<file path="src/hw/cacheConsts.svh">
`ifndef CACHE_CONSTS_SVH
`define CACHE_CONSTS_SVH

// cache geometry
`define cacheWays 4
`define cacheSets 16

// address split, tag takes the rest
`define offsetBits 4
`define setBits 4
`define wayBits 2
`define addrBits 32

// data widths
`define wordBits 64
`define lineBits 128

// two beats of one word each
`define burstBeats 2

// victim LFSR state after reset
`define lfsrSeed 1

`endif
</file>
<file path="src/hw/cachePkg.sv">
`include "cacheConsts.svh"

package cachePkg;

    // plain vectors with a meaning
    typedef logic [`addrBits-1:0] addrT;
    typedef logic [`wordBits-1:0] wordT;
    typedef logic [`lineBits-1:0] lineT;
    typedef logic [`lineBits/8-1:0] lineMaskT;
    typedef logic [`wordBits/8-1:0] byteMaskT;
    typedef logic [`addrBits-`setBits-`offsetBits-1:0] tagT;
    typedef logic [`setBits-1:0] setT;
    typedef logic [`wayBits-1:0] wayT;
    // set index above way number
    typedef logic [`setBits+`wayBits-1:0] slotT;

    // processor request, held until done
    typedef struct packed {
        logic     valid;
        logic     write;
        addrT     addr;
        wordT     wdata;
        byteMaskT wmask;
    } cpuReqT;

    // read or write address channel
    typedef struct packed {
        logic valid;
        addrT addr;
    } memAddrT;

    // write data channel
    typedef struct packed {
        logic valid;
        wordT data;
        logic last;
    } memWriteT;

    // read data channel
    typedef struct packed {
        logic valid;
        wordT data;
        logic last;
    } memReadT;

    typedef enum logic [2:0] {
        idle,
        lookup,
        miss,
        writeBack,
        refill
    } cacheStateT;

endpackage

</file>
<file path="src/hw/victimSelect.sv">
`timescale 1ns/10ps
`include "cacheConsts.svh"

module victimSelect (
    input  logic          clock,
    input  logic          reset,
    input  logic          capture,
    output cachePkg::wayT victimWay
);

    // fibonacci LFSR, shifts right
    logic [15:0] lfsr;
    logic feedback;

    assign feedback = lfsr[0] ^ lfsr[2] ^ lfsr[3] ^ lfsr[5];

    // free running, one step per cycle
    always_ff @(posedge clock) begin
        if (reset) begin
            lfsr <= 16'(`lfsrSeed);
        end else begin
            lfsr <= {feedback, lfsr[15:1]};
        end
    end

    // way stays put for the whole miss
    always_ff @(posedge clock) begin
        if (reset) begin
            victimWay <= '0;
        end else if (capture) begin
            victimWay <= lfsr[`wayBits-1:0];
        end
    end

endmodule

</file>
<file path="config.mk">
export PLATFORM = sky130hd
export DESIGN_NAME = victimSelect
export DESIGN_NICKNAME = d
export VERILOG_FILES = /design/src/hw/cachePkg.sv /design/src/hw/victimSelect.sv
export VERILOG_INCLUDE_DIRS = /design/src /design/src/hw
export SDC_FILE = /design/constraint.sdc
export NUM_CORES = 1
export LEC_CHECK = 0
export BUFFER_PORTS_ARGS = -buffer_cell sky130_fd_sc_hd__buf_2
export CORE_AREA = 2 2 39 41
export DETAILED_ROUTE_END_ITERATION = 8
export DIE_AREA = 0 0 41 43
export PLACE_DENSITY_LB_ADDON = 0.25
export SLEW_MARGIN = 40
export SYNTH_ARGS = -nofsm -noshare
export SYNTH_HDL_FRONTEND = slang
export SYNTH_SLANG_ARGS = --single-unit
</file>
<file path="constraint.sdc">
create_clock -name clock -period 0.8 [get_ports clock]
set_input_delay 0.08 -clock clock [delete_from_list [all_inputs] [get_ports clock]]
set_output_delay 0.08 -clock clock [all_outputs]
set_load 0.05 [all_outputs]
</file>
Word level (Yosys, flattened, before mapping)
Cells that the tools add are included.
{"block": "totals", "reg_bits": 18, "elab_cells": 5, "latchBits": 0, "romBits": 0, "ramBits": 0, "mem_count": 0, "input_bits": 3}
{"block": "classes", "multipliers": 0, "n_mux": 0, "bitwise": 3, "shift": 0, "n_reduce_logical": 0, "div": 0, "eq_ne": 0, "add_sub_neg": 0, "magnitude_cmp": 0}
{"cell": "bitwise XOR 1 bit", "n": 3}

Longest topological paths before layout
Gate-level depths: netlist (run 1).
{"block": "depth", "depth_word": 3, "depth_mapped": 3}

Worst setup path before layout (run 1)
No wires, ideal clock.
{"block": "synth_path", "kind": "flip-flop to flip-flop", "start": "register victimWay[0] (netlist name)", "end": "register victimWay[0]", "path_stages_with_launch": 3, "setup_ns": 0.065, "arrival_ns": 0.817, "slack_ns": -0.082, "synth_period_minus_slack_ns": 0.882, "cell_sequence": "dfxtp_1 -> mux2i_1 -> nor2_1"}
{"element": "to (signal assigned)", "line_no": "victimSelect.sv:31", "source": "victimWay <= lfsr[`wayBits-1:0];"}
{"element": "to (decl)", "line_no": "victimSelect.sv:8", "source": "output cachePkg::wayT victimWay"}

Worst setup path in the final report (run 1)
{"block": "layout_path", "start": "register victimWay[1]", "end": "output port victimWay[1]"}
No word-level cell between the ends.

==> metrics.yaml, run 1 <==
status:
  status: "complete, but fails checks"
  violations: "setup timing"
setup_path:
  end_kind: "output pin"
  r2r_start: "lfsr[5]"
  worst_setup_path_start_kind: "flip-flop"
  criticalPathCategory: "reg -> out"
  crit_arrival_ps: 780
  required_ps: 720
  cp_top_family: "flip-flops"
  cp_cell_sequence: "buf_8"
  slowest_delay_ps: 350
  crit_start: "victimWay[1]"
  slowest_stage: "dfxtp_2"
  crit_fanout: 2
  reg2reg_slack_ps: -10
  critical_path_buf_inv_count: 1
grt:
  grt_use_total_pct: 11.5
  grt_pass1_wl_um: 1240
  antenna_found_initial: 0
  grt-ovfl-total: 0
  grt_max_degree: 19
  grt_pass1_vias: 300
final_layout:
  antenna_cells: 0
  area_growth_pct: 17.9
  final-seq-area_um2: 368
  final_cell_mix: "13 x nor2b_1, 12 x dfxtp_1, 6 x dfxtp_2"
  final_common_cell: "nor2b_1"
  final_cells: 64
  fill_cells: 136
  drive_gt1_share_pct: 31.3
  nNetsFinal: 53
  multi_input_area_um2: 168
synth:
  yosysWarnings: 0
  synthSimpleGateAreaFrac_pct: 20.3
  synthAdderAreaFrac_pct: 0
  synth-seq-cells: 18
  avgSynthCellArea_um2: 12.5
  synth_top_family_by_area: "simple AND/OR/NAND/NOR gates"
  synth_compound_area_share_pct: 0
  netlist_instances: 42
  syn_nets: 45
  synth_xor_area_share_pct: 5.01
  synth_area_um2: 524
  muxShareOfSynthArea_pct: 3.82
  ys_types: 8
  ys_seq_area_share_pct: 68.7
route:
  drt_drc_violations_left: 0
  vias: 273
  viasPerCell: 4.27
  dr.first_iter.drc_count: 1
  drtPass1Iterations: 2
  ant_nets: 0
  drt-wirelength-per-cell_um: 11.1
  wirelength_um: 713
clock_tree:
  cts_buffers: 3
  post-cts-setup-buffers: 0
  cts-root-buf: "clkbuf_4"
  clk_latency_ps: 280
  clk_pin_slew_ps: 90
  cts_tree: "built"
  cts_max_level: 1
  cts.path.max_buffers: 2
  cts.sinks: 18
  postCtsHoldBufs: 0
pwr:
  switchingPower_mw: 0.288
  netSwitchingFraction_pct: 20.6
  pwr-share-clk_pct: 30.3
  seq_power_share_pct: 65.6
  ir_worst_vdd_v: 0.000760
  pwr_density_cell_nw_per_um2: 2260
  p_leak_nw: 0.251
  p_int_mw: 1.11
  combPwrFrac_pct: 4.1
timing:
  maxSlewHeadroom_pct: 80.7
  finalWorstSetupSlack_ps: -61.5
  tightest_slew_ps: 289
  rsz0062_at_grt: "yes"
  final.setup.tns_ps: -133
  finClkSkew_ps: 0.838
  setup_viol: 3
  finalHoldViolCount: 0
  clock.fmax_mhz: 1160
  slew_viol_final: 0
  min_period_ps: 861
  period_share_pct: 108
die:
  die_area_um2: 1760
  boundaryPins: 5
  fp-row-count: 14
  die_h_um: 43
  dieWidth_um: 41
  core_area_um2: 1380
  initial_utilization_pct: 37.9
hold_path:
  hold_class: "in -> reg"
  worstHoldStart: "capture"
placement:
  numPlacedInstances: 61
  dp_hpwl_um: 440
  finalWeightedCongestion: 0.603
  place.port_buffers: 4
run:
  maxCapViolations: 0
cells in the mapped netlist:
cell type | instances | area (µm²)
nor2b_1 | 13 | 81.3
nor2_1 | 3 | 11.3
dfxtp_1 | 18 | 360
or2_1 | 1 | 6.26
buf_6 | 1 | 11.3
mux2i_1 | 2 | 20.0
and2b_1 | 1 | 7.51
xnor2_1 | 3 | 26.3
worst reg2reg max path, cell delays in order (launching register included):
cell and delay, ps:
dfxtp_2 340, xnor2_2 130, xnor2_1 170, nor2_1 60
layer usage:
| layer | wire (µm) | share of wire, % | track usage, % |
|---|---|---|---|
| met1 | 331 | 46 | 13.3 |
| met3 | 35 | 4.9 | 4.71 |
| met2 | 328 | 46 | 14.4 |
| met5 | 0 | 0 | 0 |
| met4 | 17 | 2.4 | 12.0 |
cell type report:
cell class	instances	share of cell area [%]
Timing Repair Buffer	4	6.48
Multi-Input combinational cell	23	27.1
Clock buffer	3	3.64
Sequential cell	18	59.5
Tap cell	16	3.24
kinds of logic (layout without fill, tap and decap cells):
kind of cell,Yosys count,count (layout)
simple gates,18,18
flops,18,18
mux,2,2
xor+xnor,3,3
buf+inv,1,7
sequential cells by signal, indices dropped and copies added, names as in the netlist:
signal     count
victimWay      2
lfsr          16
through the flow:
stage / cell area [µm²] / util, % / total power, mW / hold slack [ps] / worst slack [ps]
after floorplan: 527 / - / 0.971 / 152 / 48.7
after global placement: 556 / 40.1 / 0.983 / 356 / -21.5
after detailed placement: 556 / 40.1 / 0.985 / 388 / -24.0
after CTS: 613 / 44.3 / 1.42 / 79.0 / -78.4
after global routing: 618 / 44.7 / 1.46 / 95.3 / -107
final: 618 / 44.7 / 1.40 / 94.8 / -61.5
repair_timing:
action,CTS,global route
pin swaps,3,2
setup endpoints to repair,3,3
resized for setup,10,2
power by group through the flow:
| stage | sequential, mW | combinational [mW] | clock, mW |
|---|---|---|---|
| 2_1_floorplan | 0.945 | 0.0263 | 0 |
| 3_3_place_gp | 0.935 | 0.0479 | 0 |
| 3_5_place_dp | 0.935 | 0.0497 | 0 |
| 4_1_cts | 0.917 | 0.0576 | 0.448 |
| 5_1_grt | 0.919 | 0.0616 | 0.477 |
| 6_report | 0.917 | 0.0570 | 0.424 |
final timing paths:
kind | end | cells after the start
worst max-delay path | victimWay[1] | 1
worst min-delay path | victimWay[0] | 3
worst max register to register | lfsr[15] | 3
worst min register to register | lfsr[7] | 1
Note: power is estimated with default switching activity, not from simulation.
==> run 2, diff against run 1 <==
--- a/config.mk
+++ b/config.mk
@@ -6,6 +6,7 @@
 export SDC_FILE = /design/constraint.sdc
 export NUM_CORES = 1
 export LEC_CHECK = 0
+export ABC_AREA = 1
 export BUFFER_PORTS_ARGS = -buffer_cell sky130_fd_sc_hd__buf_2
 export CORE_AREA = 2 2 39 41
 export DETAILED_ROUTE_END_ITERATION = 8
==> run 2 against run 1 <==
- the run still ends with setup timing left
- design area increased by 6.3%
- first-iteration DRC count rose to 5.0 times the previous value
- synthesized area is 12% higher
- synthesized cell count rose by 64%
- largest cell class unchanged
- critical endpoint is now victimWay[0]
==> metrics.yaml, run 2 <==
final_layout:
  largest_register_ffs: 16  # unchanged
  fin_util_pct: 47.5  # +2.8 points
  largest_register: "lfsr"
  drive_gt1_share_pct: 25.7  # -5.6 points
  final_cell_mix: "16 x nor2_1, 14 x nand2_1, 12 x dfxtp_1"
  top_regs: "lfsr (16), victimWay (2)"
  fin_area_um2: 657  # +6.3%
  final_common_cell: "nor2_1"
  antenna_cells: 0  # unchanged
  area_growth_pct: 11.5
  nNetsFinal: 79  # +49%
timing:
  slew_viol_final: 0  # unchanged
  finalWorstSetupSlack_ps: -55.2  # +6.22 ps
  period_share_pct: 107  # -0.78 points
  maxSlewHeadroom_pct: 78.5  # -2.2 points
  tightest_slew_ps: 322  # +33.2 ps
  rsz0062_at_grt: "yes"
  min_period_ps: 855  # -6.22 ps
  setup_viol: 2  # -1
  clock.fmax_mhz: 1170  # +0.73%
  finClkSkew_ps: 1.79  # +0.949 ps
  finalHoldViolCount: 0  # unchanged
setup_path:
  worst_setup_path_start_kind: "flip-flop"
  crit_start: "victimWay[0]"
  criticalPathCategory: "reg -> out"
  end_kind: "output pin"
  cp_top_family: "flip-flops"
  crit_arrival_ps: 780  # about the same
  critical_path_buf_inv_count: 1  # unchanged
  slowest_delay_ps: 350  # about the same
  crit_fanout: 2  # unchanged
  path_depth: 1  # unchanged
  rr_worst_depth: 5  # +2
  required_ps: 720  # about the same
  cp_cell_sequence: "buf_8"
  slowest_stage: "dfxtp_2"
  r2r_start: "lfsr[2]"
grt:
  grt_pass1_vias: 346  # +15%
  grt_use_total_pct: 12.1  # +0.65 points
  met2_usage_pct: 14.7  # +0.31 points
  grt_pass1_wl_um: 1300  # +5.0%
  grt-ovfl-total: 0  # unchanged
  use_met1_pct: 14.1  # +0.81 points
  grt_busiest_layer: "met2"
  antenna_found_initial: 0  # unchanged
  use_met3_pct: 6.28  # +1.6 points
  grt_max_degree: 19  # unchanged
hold_path:
  holdPathStages: 2  # -1
  hold_class: "in -> reg"
  worstHoldStart: "capture"
clock_tree:
  clk_pin_slew_ps: 90  # about the same
  cts-root-buf: "clkbuf_4"
  post-cts-setup-buffers: 0  # unchanged
  cts.sinks: 18  # unchanged
  cts_resized: 4  # -6
  clk_latency_ps: 280  # about the same
  postCtsHoldBufs: 0  # unchanged
  cts_tree: "built"
  cts_buffers: 3  # unchanged
  cts.path.max_buffers: 2  # unchanged
  cts_max_level: 1  # unchanged
status:
  violations: "setup timing"
  status: "complete, but fails checks"
synth:
  ys.flop_type: "dfxtp_1"
  avgSynthCellArea_um2: 8.54  # -32%
  synth_edf_count: 0  # unchanged
  yosysTopAreaCell: "dfxtp_1"
  synth_area_um2: 589  # +12%
  ys_seq_area_share_pct: 61.1  # -7.6 points
  synth_area_leaders: "dfxtp_1 61%, nor2_1 10%, nand2_1 8.9%, inv_1 7.0%, buf_6 3.8%"
  synth-seq-cells: 18  # unchanged
  syn_nets: 72  # +60%
  netlist_instances: 69  # +64%
  async_reset_ff_share_pct: 0  # unchanged
  synth.most_common_cell: "dfxtp_1"
  ys_types: 10  # +2
  synth_top_area_share_pct: 61.1  # -7.6 points
  yosys-top-cells-count: "18 x dfxtp_1, 16 x nor2_1, 14 x nand2_1"
  yosysWarnings: 0  # unchanged
die:
  die_h_um: 43  # unchanged
  die_area_um2: 1760  # unchanged
  dieWidth_um: 41  # unchanged
  fp-row-count: 14  # unchanged
  initial_utilization_pct: 42.6  # +4.7 points
  core_area_um2: 1380  # unchanged
  boundaryPins: 5  # unchanged
pwr:
  combPwrFrac_pct: 4.8  # +0.7 points
  pwr_density_cell_nw_per_um2: 2140  # -5.5%
  netSwitchingFraction_pct: 20.9  # +0.31 points
  finalPower_mw: 1.40  # +0.44%
  p_leak_nw: 0.283  # +13%
  pwr-share-clk_pct: 29.8  # -0.5 points
  p_int_mw: 1.11  # about the same
  ir_worst_vdd_v: 0.00128  # +69%
  seq_power_share_pct: 65.4  # -0.2 points
  switchingPower_mw: 0.294  # +2.0%
route:
  viasPerCell: 4.10  # -3.9%
  drtPass1Iterations: 4  # +2
  drt-wirelength-per-cell_um: 8.37  # -25%
  wirelength_um: 753  # +5.6%
  ant_nets: 0  # unchanged
  dr.first_iter.drc_count: 5  # +4
  drt_drc_violations_left: 0  # unchanged
  vias: 369  # +35%
placement:
  finalWeightedCongestion: 0.617  # +2.2%
  dp_hpwl_um: 521  # +18%
  postPlaceCellArea_um2: 609  # +9.7%
  place.port_buffers: 4  # unchanged
run:
  maxCapViolations: 0  # unchanged
## run 2: cell count changes after synthesis, sizes merged
cell	delta
a211oi	+1
a21oi	+1
and2b	-1
buf	+1
inv	+15
mux2i	-1
nand2	+14
nor2	+13
nor2b	-13
xnor2	-3
## run 2: logic make-up after synthesis
logic type | share of synthesized area, %
AND/OR/NAND/NOR | 20.2
AO/OA/AOI/OAI | 3.61
multiplexers | 1.70
buffers and inverters | 13.4
flip-flops | 61.1
## run 2: worst reg2reg max path: cells and delay by family, from the launching register on
family          cells  cell delay (ps)
flops               1              350
simple gates        3              170
buf+inv             1               50
compound gates      1               40
## run 2: path summary, 6_finish.rpt
| path | slack [ps] | end |
|---|---|---|
| worst max-delay path | -60 | victimWay[0] |
| worst min-delay path | 10 | victimWay[0] |
| worst max register to register | 70 | lfsr[15] |
| worst min register to register | 400 | lfsr[3] |
## run 2: stage by stage
step | setup TNS (ps) | std cells | hold WS (ps) | setup WS (ps)
2_1_floorplan | 0 | 69 | 167 | 47.0
3_3_place_gp | 0 | 87 | 308 | 60.0
3_5_place_dp | 0 | 87 | 315 | 50.0
4_1_cts | -137 | 90 | 1.74 | -69.2
5_1_grt | -200 | 90 | 1.14 | -105
6_report | -107 | 90 | 12.2 | -55.2
## run 2: area by class of cell
| cell class | count | area [µm²] |
|---|---|---|
| clock buffers | 3 | 22.5 |
| fillers | 136 | 727 |
| inverters | 15 | 56.3 |
| multi-input cells | 34 | 150 |
| flip-flops and latches | 18 | 368 |
| well taps | 16 | 20.0 |
| repair buffers | 4 | 40.0 |
## run 2: power groups by stage
| stage | clock network [mW] | logic (mW) | registers [mW] |
|---|---|---|---|
| floorplan | 0 | 0.0422 | 0.949 |
| global placement | 0 | 0.0607 | 0.937 |
| detailed placement | 0 | 0.0621 | 0.937 |
| CTS | 0.452 | 0.0664 | 0.917 |
| global route | 0.497 | 0.0745 | 0.921 |
| finish | 0.418 | 0.0680 | 0.918 |
## run 2: metal layers
| metal | wire, µm | vias up |
|---|---|---|
| met2 | 304 | 3 |
| met5 | 0 | - |
| li1 | - | 207 |
| met4 | 18 | 0 |
| met1 | 402 | 157 |
| met3 | 28 | 2 |
