==> src/hw/cacheConsts.svh <==
`ifndef CACHE_CONSTS_SVH
`define CACHE_CONSTS_SVH

// cache geometry
`define cacheWays 4
`define cacheSets 16

// address split, tag takes the rest
`define offsetBits 4
`define setBits 4
`define wayBits 2
`define addrBits 32

// data widths
`define wordBits 64
`define lineBits 128

// two beats of one word each
`define burstBeats 2

// victim LFSR state after reset
`define lfsrSeed 1

`endif
==> src/hw/cachePkg.sv <==
`include "cacheConsts.svh"

package cachePkg;

    // plain vectors with a meaning
    typedef logic [`addrBits-1:0] addrT;
    typedef logic [`wordBits-1:0] wordT;
    typedef logic [`lineBits-1:0] lineT;
    typedef logic [`lineBits/8-1:0] lineMaskT;
    typedef logic [`wordBits/8-1:0] byteMaskT;
    typedef logic [`addrBits-`setBits-`offsetBits-1:0] tagT;
    typedef logic [`setBits-1:0] setT;
    typedef logic [`wayBits-1:0] wayT;
    // set index above way number
    typedef logic [`setBits+`wayBits-1:0] slotT;

    // processor request, held until done
    typedef struct packed {
        logic     valid;
        logic     write;
        addrT     addr;
        wordT     wdata;
        byteMaskT wmask;
    } cpuReqT;

    // read or write address channel
    typedef struct packed {
        logic valid;
        addrT addr;
    } memAddrT;

    // write data channel
    typedef struct packed {
        logic valid;
        wordT data;
        logic last;
    } memWriteT;

    // read data channel
    typedef struct packed {
        logic valid;
        wordT data;
        logic last;
    } memReadT;

    typedef enum logic [2:0] {
        idle,
        lookup,
        miss,
        writeBack,
        refill
    } cacheStateT;

endpackage

==> src/hw/cacheControl.sv <==
`timescale 1ns/10ps
`include "cacheConsts.svh"

module cacheControl (
    input  logic               clock,
    input  logic               reset,
    input  cachePkg::cpuReqT   cpuReq,
    output cachePkg::wordT     cpuData,
    output logic               cpuDone,
    input  logic               hit,
    input  cachePkg::wayT      hitWay,
    input  cachePkg::wayT      victimWay,
    input  cachePkg::tagT      victimTag,
    input  logic               victimDirty,
    output logic               capture,
    output logic               fillEn,
    output logic               markDirty,
    output logic               cleanEn,
    output cachePkg::slotT     slot,
    output logic               writeEn,
    output cachePkg::lineT     writeLine,
    output cachePkg::lineMaskT byteEn,
    input  cachePkg::lineT     readLine,
    output cachePkg::memAddrT  memAr,
    output cachePkg::memAddrT  memAw,
    output cachePkg::memWriteT memW,
    output logic               rReady,
    input  logic               arReady,
    input  logic               awReady,
    input  logic               wReady,
    input  cachePkg::memReadT  memR
);
    import cachePkg::*;

    cacheStateT state;
    cacheStateT nextState;
    // beat within the current burst
    logic beat;

    setT reqSet;
    tagT reqTag;
    logic [`offsetBits-1:0] byteOffset;
    logic [`offsetBits+2:0] bitOffset;
    lineT shifted;
    lineT placedData;
    lineMaskT placedMask;
    lineMaskT refillMask;
    logic writeHit;
    logic arFire;
    logic awFire;
    logic wFire;
    logic rFire;
    logic lastW;

    assign reqTag = cpuReq.addr[`addrBits-1 -: $bits(tagT)];
    assign reqSet = cpuReq.addr[`offsetBits +: `setBits];
    assign byteOffset = cpuReq.addr[`offsetBits-1:0];
    assign bitOffset = {byteOffset, 3'b000};

    // handshakes
    assign arFire = memAr.valid && arReady;
    assign awFire = memAw.valid && awReady;
    assign wFire = memW.valid && wReady;
    assign rFire = rReady && memR.valid;
    assign lastW = beat == 1'(`burstBeats - 1);

    always_ff @(posedge clock) begin
        if (reset) begin
            state <= idle;
        end else begin
            state <= nextState;
        end
    end

    always_comb begin
        nextState = state;
        case (state)
            idle: begin
                if (cpuReq.valid) begin
                    nextState = lookup;
                end
            end
            lookup: begin
                nextState = hit ? idle : miss;
            end
            // dirty victim goes out first, then back here for the refill
            miss: begin
                if (victimDirty) begin
                    if (awFire) begin
                        nextState = writeBack;
                    end
                end else if (arFire) begin
                    nextState = refill;
                end
            end
            writeBack: begin
                if (wFire && lastW) begin
                    nextState = miss;
                end
            end
            // retry the lookup, it hits now
            refill: begin
                if (rFire && memR.last) begin
                    nextState = lookup;
                end
            end
            default: begin
                nextState = idle;
            end
        endcase
    end

    // beat counter, shared by both bursts
    always_ff @(posedge clock) begin
        if (reset) begin
            beat <= 1'b0;
        end else if ((wFire && lastW) || (rFire && memR.last)) begin
            beat <= 1'b0;
        end else if (wFire || rFire) begin
            beat <= 1'b1;
        end
    end

    // read path, bytes past the line end shift in as zero
    assign shifted = readLine >> bitOffset;
    assign cpuData = shifted[`wordBits-1:0];
    assign cpuDone = (state == lookup) && hit;

    // write hit, data and mask placed at the byte offset
    assign writeHit = (state == lookup) && hit && cpuReq.write;
    assign placedData = lineT'(cpuReq.wdata) << bitOffset;

    always_comb begin
        case (cpuReq.wmask)
            8'h01, 8'h03, 8'h0f, 8'hff: begin
                placedMask = lineMaskT'(cpuReq.wmask) << byteOffset;
            end
            // other masks write nothing
            default: begin
                placedMask = '0;
            end
        endcase
    end

    // refill beat 0 fills the low word, beat 1 the high word
    assign refillMask = {{(`wordBits/8){beat}}, {(`wordBits/8){!beat}}};

    // tag store strobes
    assign capture = (state == lookup) && !hit;
    assign fillEn = rFire;
    assign markDirty = writeHit;
    assign cleanEn = wFire && lastW;

    // hit way while looking up, victim way through the miss
    assign slot = (state == idle || state == lookup) ? {reqSet, hitWay} : {reqSet, victimWay};
    assign writeEn = writeHit || rFire;
    assign writeLine = rFire ? {memR.data, memR.data} : placedData;
    assign byteEn = rFire ? refillMask : placedMask;

    // bus channels, line aligned addresses
    always_comb begin
        memAw.valid = (state == miss) && victimDirty;
        memAw.addr = {victimTag, reqSet, {`offsetBits{1'b0}}};
        memAr.valid = (state == miss) && !victimDirty;
        memAr.addr = {reqTag, reqSet, {`offsetBits{1'b0}}};
        // victim row was read in miss, low word goes first
        memW.valid = state == writeBack;
        memW.data = beat ? readLine[`lineBits-1 -: `wordBits] : readLine[`wordBits-1:0];
        memW.last = (state == writeBack) && lastW;
        rReady = state == refill;
    end

endmodule

==> config.mk <==
export PLATFORM = sky130hd
export DESIGN_NAME = cacheControl
export DESIGN_NICKNAME = d
export VERILOG_FILES = /design/src/hw/cachePkg.sv /design/src/hw/cacheControl.sv
export VERILOG_INCLUDE_DIRS = /design/src /design/src/hw
export SDC_FILE = /design/constraint.sdc
export NUM_CORES = 1
export LEC_CHECK = 0
export BUFFER_PORTS_ARGS = -buffer_cell sky130_fd_sc_hd__buf_2
export CORE_AREA = 2 2 265 267
export CTS_BUF_LIST = sky130_fd_sc_hd__clkbuf_4 sky130_fd_sc_hd__clkbuf_8
export CTS_CLUSTER_DIAMETER = 40
export DETAILED_ROUTE_END_ITERATION = 8
export DIE_AREA = 0 0 267 269
export SYNTH_ARGS = -nofsm -noshare
export SYNTH_HDL_FRONTEND = slang
export SYNTH_SLANG_ARGS = --single-unit
==> constraint.sdc <==
create_clock -name clock -period 2.9 [get_ports clock]
set_input_delay 0.58 -clock clock [delete_from_list [all_inputs] [get_ports clock]]
set_output_delay 0.58 -clock clock [all_outputs]
set_load 0.01 [all_outputs]
-- Word-level counts from Yosys, hierarchy flattened
Index checks and enable logic that the tools add are counted.
- input port bits: 335
- register bits: 4
- logic and storage cells: 54
- output and inout port bits: 353
- shift operators: 3
- multiplexer cells: 13
- reduce and logical (&&, ||, !) cells: 23
- eq/ne operators: 13
- operators by type and width (cell ; number):
    128-bit two-way mux ; 1
    64-bit by 7-bit left shift with 128-bit output ; 1
    128-bit by 7-bit >> shifter with 64-bit output ; 1
    64-bit two-way mux ; 1
    16-bit two-way mux ; 2
    3-bit two-way mux ; 6
    8-bit by 4-bit left shift with 16-bit output ; 1
    3-bit case mux with 5 select lines ; 1
    1-bit logical AND ; 12
    8-bit by 1-bit equality test with 1-bit output (second input constant) ; 1
    8-bit by 2-bit equality test with 1-bit output (second input constant) ; 1
    8-bit by 4-bit equality test with 1-bit output (second input constant) ; 1
    8-bit equality test (second input constant) ; 1
    3-bit by 2-bit equality test with 1-bit output (second input constant) ; 2
    3-bit != test (second input constant) ; 2
    5-bit AND reduction ; 1
    1-bit logical OR ; 4
    2-bit two-way mux ; 2
    2-bit != test (second input constant) ; 2
    4-bit OR reduction ; 1
    3-bit by 1-bit equality test with 1-bit output (second input constant) ; 1
    3-bit equality test (second input constant) ; 1
    1-bit logical NOT ; 3
    3-bit logical NOT ; 1
    other kinds (2) ; 2

-- Depth between registers and ports, before layout
Gate-level depths: netlist of the first run.
- depth after elaboration: 6
- gate-level depth with buffers: 8
- mapped depth without buffers: 6

-- Worst setup path before layout of the first run
Ideal clock, no wire load.
- kind: input-to-output
- from: in cpuReq[72] (netlist name)
- to: out cpuData[11]
- buffers on the path: 3
- data required time: 2.320 ns
- path slack: 0.313 ns
- stages on the path: 6
- arrival time: 2.007 ns
- cells stage by stage: buf_6 buf_2 buf_4 mux2i_1 o21ai_0 mux4_2
- longest elaborated chain between the ends: 1
- RTL lines (element ; RTL line ; text):
    start: declaration ; cacheControl.sv:7 ; input cachePkg::cpuReqT cpuReq,
    128-bit by 7-bit >> shifter with 64-bit output ; cacheControl.sv:125 ; assign shifted = readLine >> bitOffset;
    end: declaration ; cacheControl.sv:8 ; output cachePkg::wordT cpuData,
No other way between the ends.

-- Final worst setup path of the first run
- from: in cpuReq[73] (netlist name)
- to: out writeLine[73]
- longest elaborated chain between the ends: 2
- RTL lines (element ; RTL line ; text):
    64-bit by 7-bit left shift with 128-bit output ; cacheControl.sv:131 ; assign placedData = lineT'(cpuReq.wdata) << bitOffset;
    128-bit two-way mux ; cacheControl.sv:157 ; assign writeLine = rFire ? {memR.data, memR.data} : placedData;
    end: declaration ; cacheControl.sv:21 ; output cachePkg::lineT writeLine,
No other way between the ends.

==> reports/qor_table.md, run 1 <==
| Quantity | Reported | Unit |
|---|---|---|
| Finish-stage setup viols | 0 | - |
| Part of the Yosys area used for sequential elements | 0.834 | % |
| Cell taking the most area after synthesis | mux2i_1 | - |
| Crit. path cell count | 9 | - |
| Crit path launch type | input pin | - |
| Average routed wire per standard cell | 26.6 | um |
| Clock-pin slew reported for the worst setup and hold paths after clock tree synthesis | 0.04 | ns |
| Main synth FF type | dfxtp_1 | - |
| Number of nets in the final layout | 2057 | - |
| Post-route setup slack | 0.0524 | ns |
| TritonCTS clock tree | built | - |
| Synth warnings | 0 | - |
| Critical path class | input pin to primary output | - |
| Reg2reg path depth | 7 | - |
| Origin of the worst setup path | cpuReq[73] | - |
| Overall via count from detail_route | 13000 | - |
| Crit. End Element | primary output | - |
| Buffers and inverters on the worst path | 6 | - |
| Worst setup slack for register-to-register paths | 1.04 | ns |
| Leakage dissipation | 6.93 | nW |
| XOR/XNOR Fraction of Synth Area | 0 | % |
| Headroom to the max-slew limit | 63.5 | % |
| Num CTS Buffers | 3 | - |
| Ordered cell list for the critical path | buf_6 > inv_4 > buf_6 > buf_12 > mux2i_1 > a222oi_1 > buf_4 > a21oi_1 > buf_2 | - |
| Internal Pwr Total | 1.36 | mW |
| DP HPWL | 58900 | um |
| Dominant cell by count in the synthesized netlist | mux2i_1 | - |
| Largest fanout of any net on the critical path | 13 | - |
| Maximum root-to-sink buffer count | 2 | - |
| Clock Skews | 0.00673 | ns |
| Critical register-to-register path startpoint | state[1] | - |
| Area share of fa/ha/maj cells after synthesis | 0 | % |
| DR vias/cell | 4.85 | - |
| Aggregate global routing overflow | 0 | - |
| Syn avg cell area | 8.49 | sq um |
| Routed Wire Length | 71100 | um |
| Synthesized-area fraction occupied by and/or/nand/nor cells | 10.4 | % |
| Number of max-slew violations in the final report | 0 | - |
| Cell occurring most often along the worst timing path | buf_6 | - |
| Clock root buffer master | clkbuf_8 | - |
| Post-place setup slack | -0.208 | ns |
| RSZ-0062 raised after global routing | true | - |
| Share of Yosys cell area claimed by the top area cell type | 25.8 | % |
| H-tree levels | 1 | - |
| Share of the synthesized area in compound gates (AO/OA/AOI/OAI) | 22.5 | % |
| Standard-cell row count | 97 | - |
| First-pass GRT wire length | 94500 | um |
| Pwr dens | 199 | mW/mm^2 |
| Maximum number of pins on one net before global-route repair | 64 | - |
| Setup tns final | 0 | ns |
| Slowest stage cell, crit path | a222oi_1 | - |
| Area occupied by multi-input gates | 0.00847 | sq mm |
| Number of synthesized flops with an enable pin | 0 | - |
| Post-synth top cells | 247 x mux2i_1, 102 x nand2_1, 85 x mux4_2, 82 x o21ai_0, 78 x buf_4 | - |
| Post-detailed-route count of antenna-violating nets | 0 | - |
| Distinct cells, synth | 57 | - |
| NetSw | 1.57 | mW |
| Tcrit/Tclk final | 98.2 | % |
| Largest stage delay on the critical path | 0.45 | ns |
| Overall routing resource usage | 18.3 | % |
| Core area | 0.0693 | sq mm |
| Worst VDD drop | 0.0886 | mV |
| Initial antenna violation count | 11 | - |
| Minimum period implied by the final worst setup slack | 2.85 | ns |
| Vias in the first global route | 12300 | - |
| Placer Congestion | 1.00 | - |
| Die Wd | 267 | um |
| Proportion of register bits with asynchronous set or reset after synthesis | 0 | % |
| Number of endpoints with negative hold slack in the final report | 0 | - |
| Highest clock rate | 0.351 | GHz |
| Outcome | finished, final reports clean | - |
| Largest family of logic cells by synthesized area | multiplexers | - |
| Tightest Pin Transition | 0.542 | ns |
| Capture point of the worst path | writeLine[73] | - |
| Height of the chip | 269 | um |
| Dominant cells by area after synthesis | mux2i_1 26%, mux4_2 20%, mux2_2 8.3%, buf_4 6.1%, o21ai_0 4.3% | - |
| Initial Util | 13.8 | % |
| Critical Path AT | 2.27 | ns |
| Clock sinks | 4 | - |
| Drc violations | 0 | - |
| Number of ports placed on the die boundary | 688 | - |
| Floorplan die area | 0.0718 | sq mm |
| I/O Buffers | 567 | - |
| Multiplexer fraction of the synthesized cell area | 54.0 | % |
| Cell area reported after detailed placement | 0.0144 | sq mm |
| Switching share of power | 53.6 | % |
| First DRT Iteration DRCs | 1108 | - |
| Part of the power in registers | 2.1 | % |
| Power share of the combinational group | 93.2 | % |
| Post-Route Utilization | 21.3 | % |
| FF+latch area | 83.8 | sq um |
| Critical path required time | 2.32 | ns |
| Synthesized area | 0.00960 | sq mm |
| First-pass iteration count of the detailed router | 8 | - |
| Fill cells | 7761 | - |
| Fraction of final layout cells sized beyond drive strength 1 | 55.9 | % |
| Design Area, Final | 0.0147 | sq mm |
| Post-Syn Instances | 1131 | - |
| Number of storage elements in the synthesis netlist | 4 | - |
| Synth-to-layout area growth | 53.5 | % |
| Min-Delay Path Class | input pin to flop | - |
| Critical register-to-register path endpoint | beat | - |
| Max-cap violation count | 0 | - |
| Latest clock arrival within the worst-skew pair | 0.23 | ns |
| Share of power burned in the clock network | 4.7 | % |
| Final hold slack | 0.574 | ns |
| Gate family responsible for the most delay along the worst path | buffers and inverters | - |
[per-layer routing]
layer  share of wire, %  GRT usage [%]
met5              0.035              0
met3                7.4           3.11
met2                 50           33.3
met1                 38           20.9
met4                4.9           8.08
[flip-flops by register name, summed over array words and instances, names as in the netlist]
register	count
beat	1
state	3
[cell usage in the layout, fill, tap and decap left out, drive strengths merged, types with 3 or more instances in the layout]
cell type,n
mux4,85
inv,15
nand2,104
o2bb2ai,32
conb,8
diode,9
a211oi,9
clkbuf,7
nand3,4
buf,763
o22ai,9
and3,4
o221ai,11
nand2b,5
a222oi,8
dfxtp,4
a22o,24
o21ai,103
a21oi,42
nor3,25
nor2b,12
nor2,31
mux2i,247
nor4b,3
o211ai,17
mux2,71
o311ai,3
a22oi,49
and2,3
[power by group through the flow]
| stage | registers (mW) | clock network [mW] | logic [mW] |
|---|---|---|---|
| after global placement | 0.0626 | 0 | 2.69 |
| after CTS | 0.0619 | 0.142 | 2.71 |
| final | 0.0620 | 0.137 | 2.73 |
| after global routing | 0.0623 | 0.146 | 2.91 |
| after floorplan | 0.0610 | 0 | 1.39 |
| after detailed placement | 0.0627 | 0 | 2.68 |
[cell families (layout without fill, tap and decap cells)]
logic type	Yosys count	after routing
muxes	403	403
AOI/OAI and AO/OA	320	320
buffers and inverters	203	786
and+or+nand+nor	200	200
DFF	4	4
other	1	17
[cell type report]
| class | count | share of cell area (%) |
|---|---|---|
| Clock buffer | 4 | 0.331 |
| Tap cell | 940 | 7.98 |
| Sequential cell | 4 | 0.569 |
| Multi-Input combinational cell | 931 | 57.5 |
| Antenna cell | 9 | 0.153 |
| Inverter | 16 | 0.484 |
| Timing Repair Buffer | 766 | 33.0 |
[how the worst min path moves through the flow]
stage / startpoint / to / slack [ns] / depth (start not counted)
after CTS: reset / state[0] / 0.57 / 2
final: reset / state[0] / 0.57 / 2
after global routing: reset / state[0] / 0.59 / 2
after floorplan: state[2] / state[1] / 0.56 / 2
after detailed placement: state[2] / state[1] / 0.59 / 2
after global placement: state[2] / state[1] / 0.58 / 2
[repair_timing]
action	4_1_cts	5_1_grt
hold buffers	0	0
pin swaps	1	4
gates resized for setup	23	18
setup endpoints to repair	42	50
buffers inserted	1	5
gates cloned	0	3
endpoints found under the hold margin	0	0
[metrics by stage]
step	power [mW]	instances
after floorplan	1.45	1138
after detailed placement	2.74	2648
final	2.93	2670
after global routing	3.11	2668
after global placement	2.75	2648
after CTS	2.92	2653
No activity file was read; power rests on OpenSTA's default activity.
==> run 2: changes to the inputs <==
--- a/config.mk
+++ b/config.mk
@@ -7,11 +7,11 @@
 export NUM_CORES = 1
 export LEC_CHECK = 0
 export BUFFER_PORTS_ARGS = -buffer_cell sky130_fd_sc_hd__buf_2
-export CORE_AREA = 2 2 265 267
+export CORE_AREA = 2 2 271 273
 export CTS_BUF_LIST = sky130_fd_sc_hd__clkbuf_4 sky130_fd_sc_hd__clkbuf_8
 export CTS_CLUSTER_DIAMETER = 40
 export DETAILED_ROUTE_END_ITERATION = 8
-export DIE_AREA = 0 0 267 269
+export DIE_AREA = 0 0 273 275
 export SYNTH_ARGS = -nofsm -noshare
 export SYNTH_HDL_FRONTEND = slang
 export SYNTH_SLANG_ARGS = --single-unit
==> constraint.sdc (replaced) <==
create_clock -name clock -period 2.3 [get_ports clock]
set_input_delay 0.46 -clock clock [delete_from_list [all_inputs] [get_ports clock]]
set_output_delay 0.46 -clock clock [all_outputs]
set_load 0.01 [all_outputs]
==> run 2 against run 1 <==
The flow now finishes with violations (negative setup slack). Worst hold slack got worse by 0.12 ns. Via count rose by 13%. Combinational power rose by 90%. Register-to-register slack got worse by 0.24 ns. Utilization rose by 8.2 points. Die area rose by 4.5%. Critical endpoint is now writeLine[115].
==> reports/qor_table.md, run 2 (synthesized netlist as in run 1, its figures left out) <==
| Quantity | Reported | Unit |
|---|---|---|
| Die Wd | 273 | um |
| Fraction of final layout cells sized beyond drive strength 1 | 79.0 | % |
| Num CTS Buffers | 3 | - |
| Internal Pwr Total | 2.78 | mW |
| Finish-stage setup viols | 188 | - |
| Overall routing resource usage | 20.4 | % |
| Highest-count cells in the layout ignoring fill and taps | 485 x buf_2, 326 x buf_4, 157 x buf_6 | - |
| Initial Util | 13.3 | % |
| RSZ-0062 raised after global routing | true | - |
| Placer Congestion | 0.945 | - |
| Initial antenna violation count | 10 | - |
| Clock sinks | 4 | - |
| Clock root buffer master | clkbuf_8 | - |
| Number of ports placed on the die boundary | 688 | - |
| Standard-cell row count | 99 | - |
| Most frequent standard cell in the layout excluding fill and tap cells | buf_2 | - |
| Largest fanout of any net on the critical path | 5 | - |
| DR vias/cell | 4.89 | - |
| Highest clock rate | 0.374 | GHz |
| Floorplan die area | 0.0751 | sq mm |
| Power share of the combinational group | 95.3 | % |
| First-pass iteration count of the detailed router | 8 | - |
| Clock Skews | 0.00956 | ns |
| Part of the power in registers | 1.4 | % |
| Critical path required time | 1.84 | ns |
| Core area | 0.0723 | sq mm |
| Number of standard cells in the layout, taps in and fillers out | 2994 | - |
| Clock-pin slew reported for the worst setup and hold paths after clock tree synthesis | 0.04 | ns |
| I/O Buffers | 567 | - |
| Synth-to-layout area growth | 122 | % |
| Height of the chip | 275 | um |
| Post-Route Utilization | 29.5 | % |
| Post-detailed-route count of antenna-violating nets | 0 | - |
| Average routed wire per standard cell | 28.1 | um |
| H-tree levels | 1 | - |
| Power after layout | 5.43 | mW |
| Latest clock arrival within the worst-skew pair | 0.23 | ns |
| Overall via count from detail_route | 14600 | - |
| Maximum root-to-sink buffer count | 2 | - |
| Register ranked first by flip-flop count | state | - |
| Min-Delay Path Class | input pin to flop | - |
| Failing checks | negative setup slack | - |
| Vias in the first global route | 14800 | - |
| Number of max-slew violations in the final report | 0 | - |
| Drc violations | 0 | - |
| First DRT Iteration DRCs | 1006 | - |
| Critical Path AT | 2.21 | ns |
| Tcrit/Tclk final | 116 | % |
| Crit path launch type | input pin | - |
| Minimum period implied by the final worst setup slack | 2.67 | ns |
| Critical path class | input pin to primary output | - |
| Switching share of power | 48.8 | % |
| Pwr dens | 255 | mW/mm^2 |
| Worst VDD drop | 0.144 | mV |
| Share of power burned in the clock network | 3.3 | % |
| Setup tns final | -26.96 | ns |
| Number of nets in the final layout | 2364 | - |
| Maximum number of pins on one net before global-route repair | 45 | - |
| TritonCTS clock tree | built | - |
| Post-route setup slack | -0.371 | ns |
| NetSw | 2.65 | mW |
| Design Area, Final | 0.0213 | sq mm |
| First-pass GRT wire length | 110000 | um |
| Aggregate global routing overflow | 0 | - |
| Outcome | complete, but fails checks | - |
| Placed cell count | 2844 | - |
| Leakage dissipation | 9.28 | nW |
| Max-cap violation count | 0 | - |
| Cell area reported after detailed placement | 0.0158 | sq mm |
| Number of endpoints with negative hold slack in the final report | 0 | - |
| DP HPWL | 63300 | um |
| Crit. End Element | primary output | - |
| Number of flip-flops under the largest register name | 3 | - |
| Routed Wire Length | 84000 | um |
| Largest registers | state: 3 flops, beat: 1 flops | - |
## run 2: final timing paths
path | from | to | slack (ns) | cells after the start
setup / recovery | cpuReq[72] | writeLine[115] | -0.37 | 9
hold / removal | reset | state[0] | 0.46 | 2
setup reg to reg | state[0] | beat | 0.80 | 6
hold reg to reg | state[2] | state[1] | 0.58 | 2
## run 2: layer usage
layer  global-route usage, %  up-vias  part of all wire, %
li1                        -     6224                    -
met1                    21.0     7105                   34
met2                    36.8      997                   49
met3                    5.04      311                  8.4
met4                    13.5        6                  8.5
met5                       0        -                0.052
## run 2: per-stage QoR
stage	hold WS, ns	worst slack [ns]
CTS	0.443	-0.353
detailed placement	0.578	-0.876
global route	0.467	-0.413
floorplan	0.529	-0.0194
finish	0.455	-0.371
global placement	0.575	-0.850
## run 2: area by class of cell
cell class,instances,area [sq um]
diodes,7,17.5
clock buffers,4,48.8
fillers,7518,51000
inverters,16,96.3
multi-input cells,932,11000
flip-flops and latches,4,86.3
well taps,959,1200
repair buffers,1072,8850
## run 2: power groups by stage
stage	combinational [mW]	clock, mW	sequential, mW
2_1_floorplan	1.76	0	0.0769
3_3_place_gp	3.72	0	0.0788
3_5_place_dp	3.72	0	0.0790
4_1_cts	4.72	0.176	0.0784
5_1_grt	5.41	0.189	0.0789
6_report	5.18	0.177	0.0783
## run 2: timing repair
item                                    CTS  global route
buffers inserted                         99            69
gates cloned                             19             6
endpoints found under the setup margin  203           203
hold endpoints to repair                  0             0
pin swaps                               123           123
hold buffers                              0             0
gates resized for setup                 630           275
## run 2: critical path, cell delays in order
cell	delay [ns]
buf_16	0.13
buf_6	0.13
bufbuf_16	0.27
mux2i_4	0.20
mux2i_2	0.22
mux2i_1	0.15
buf_4	0.16
o211ai_1	0.27
buf_2	0.20
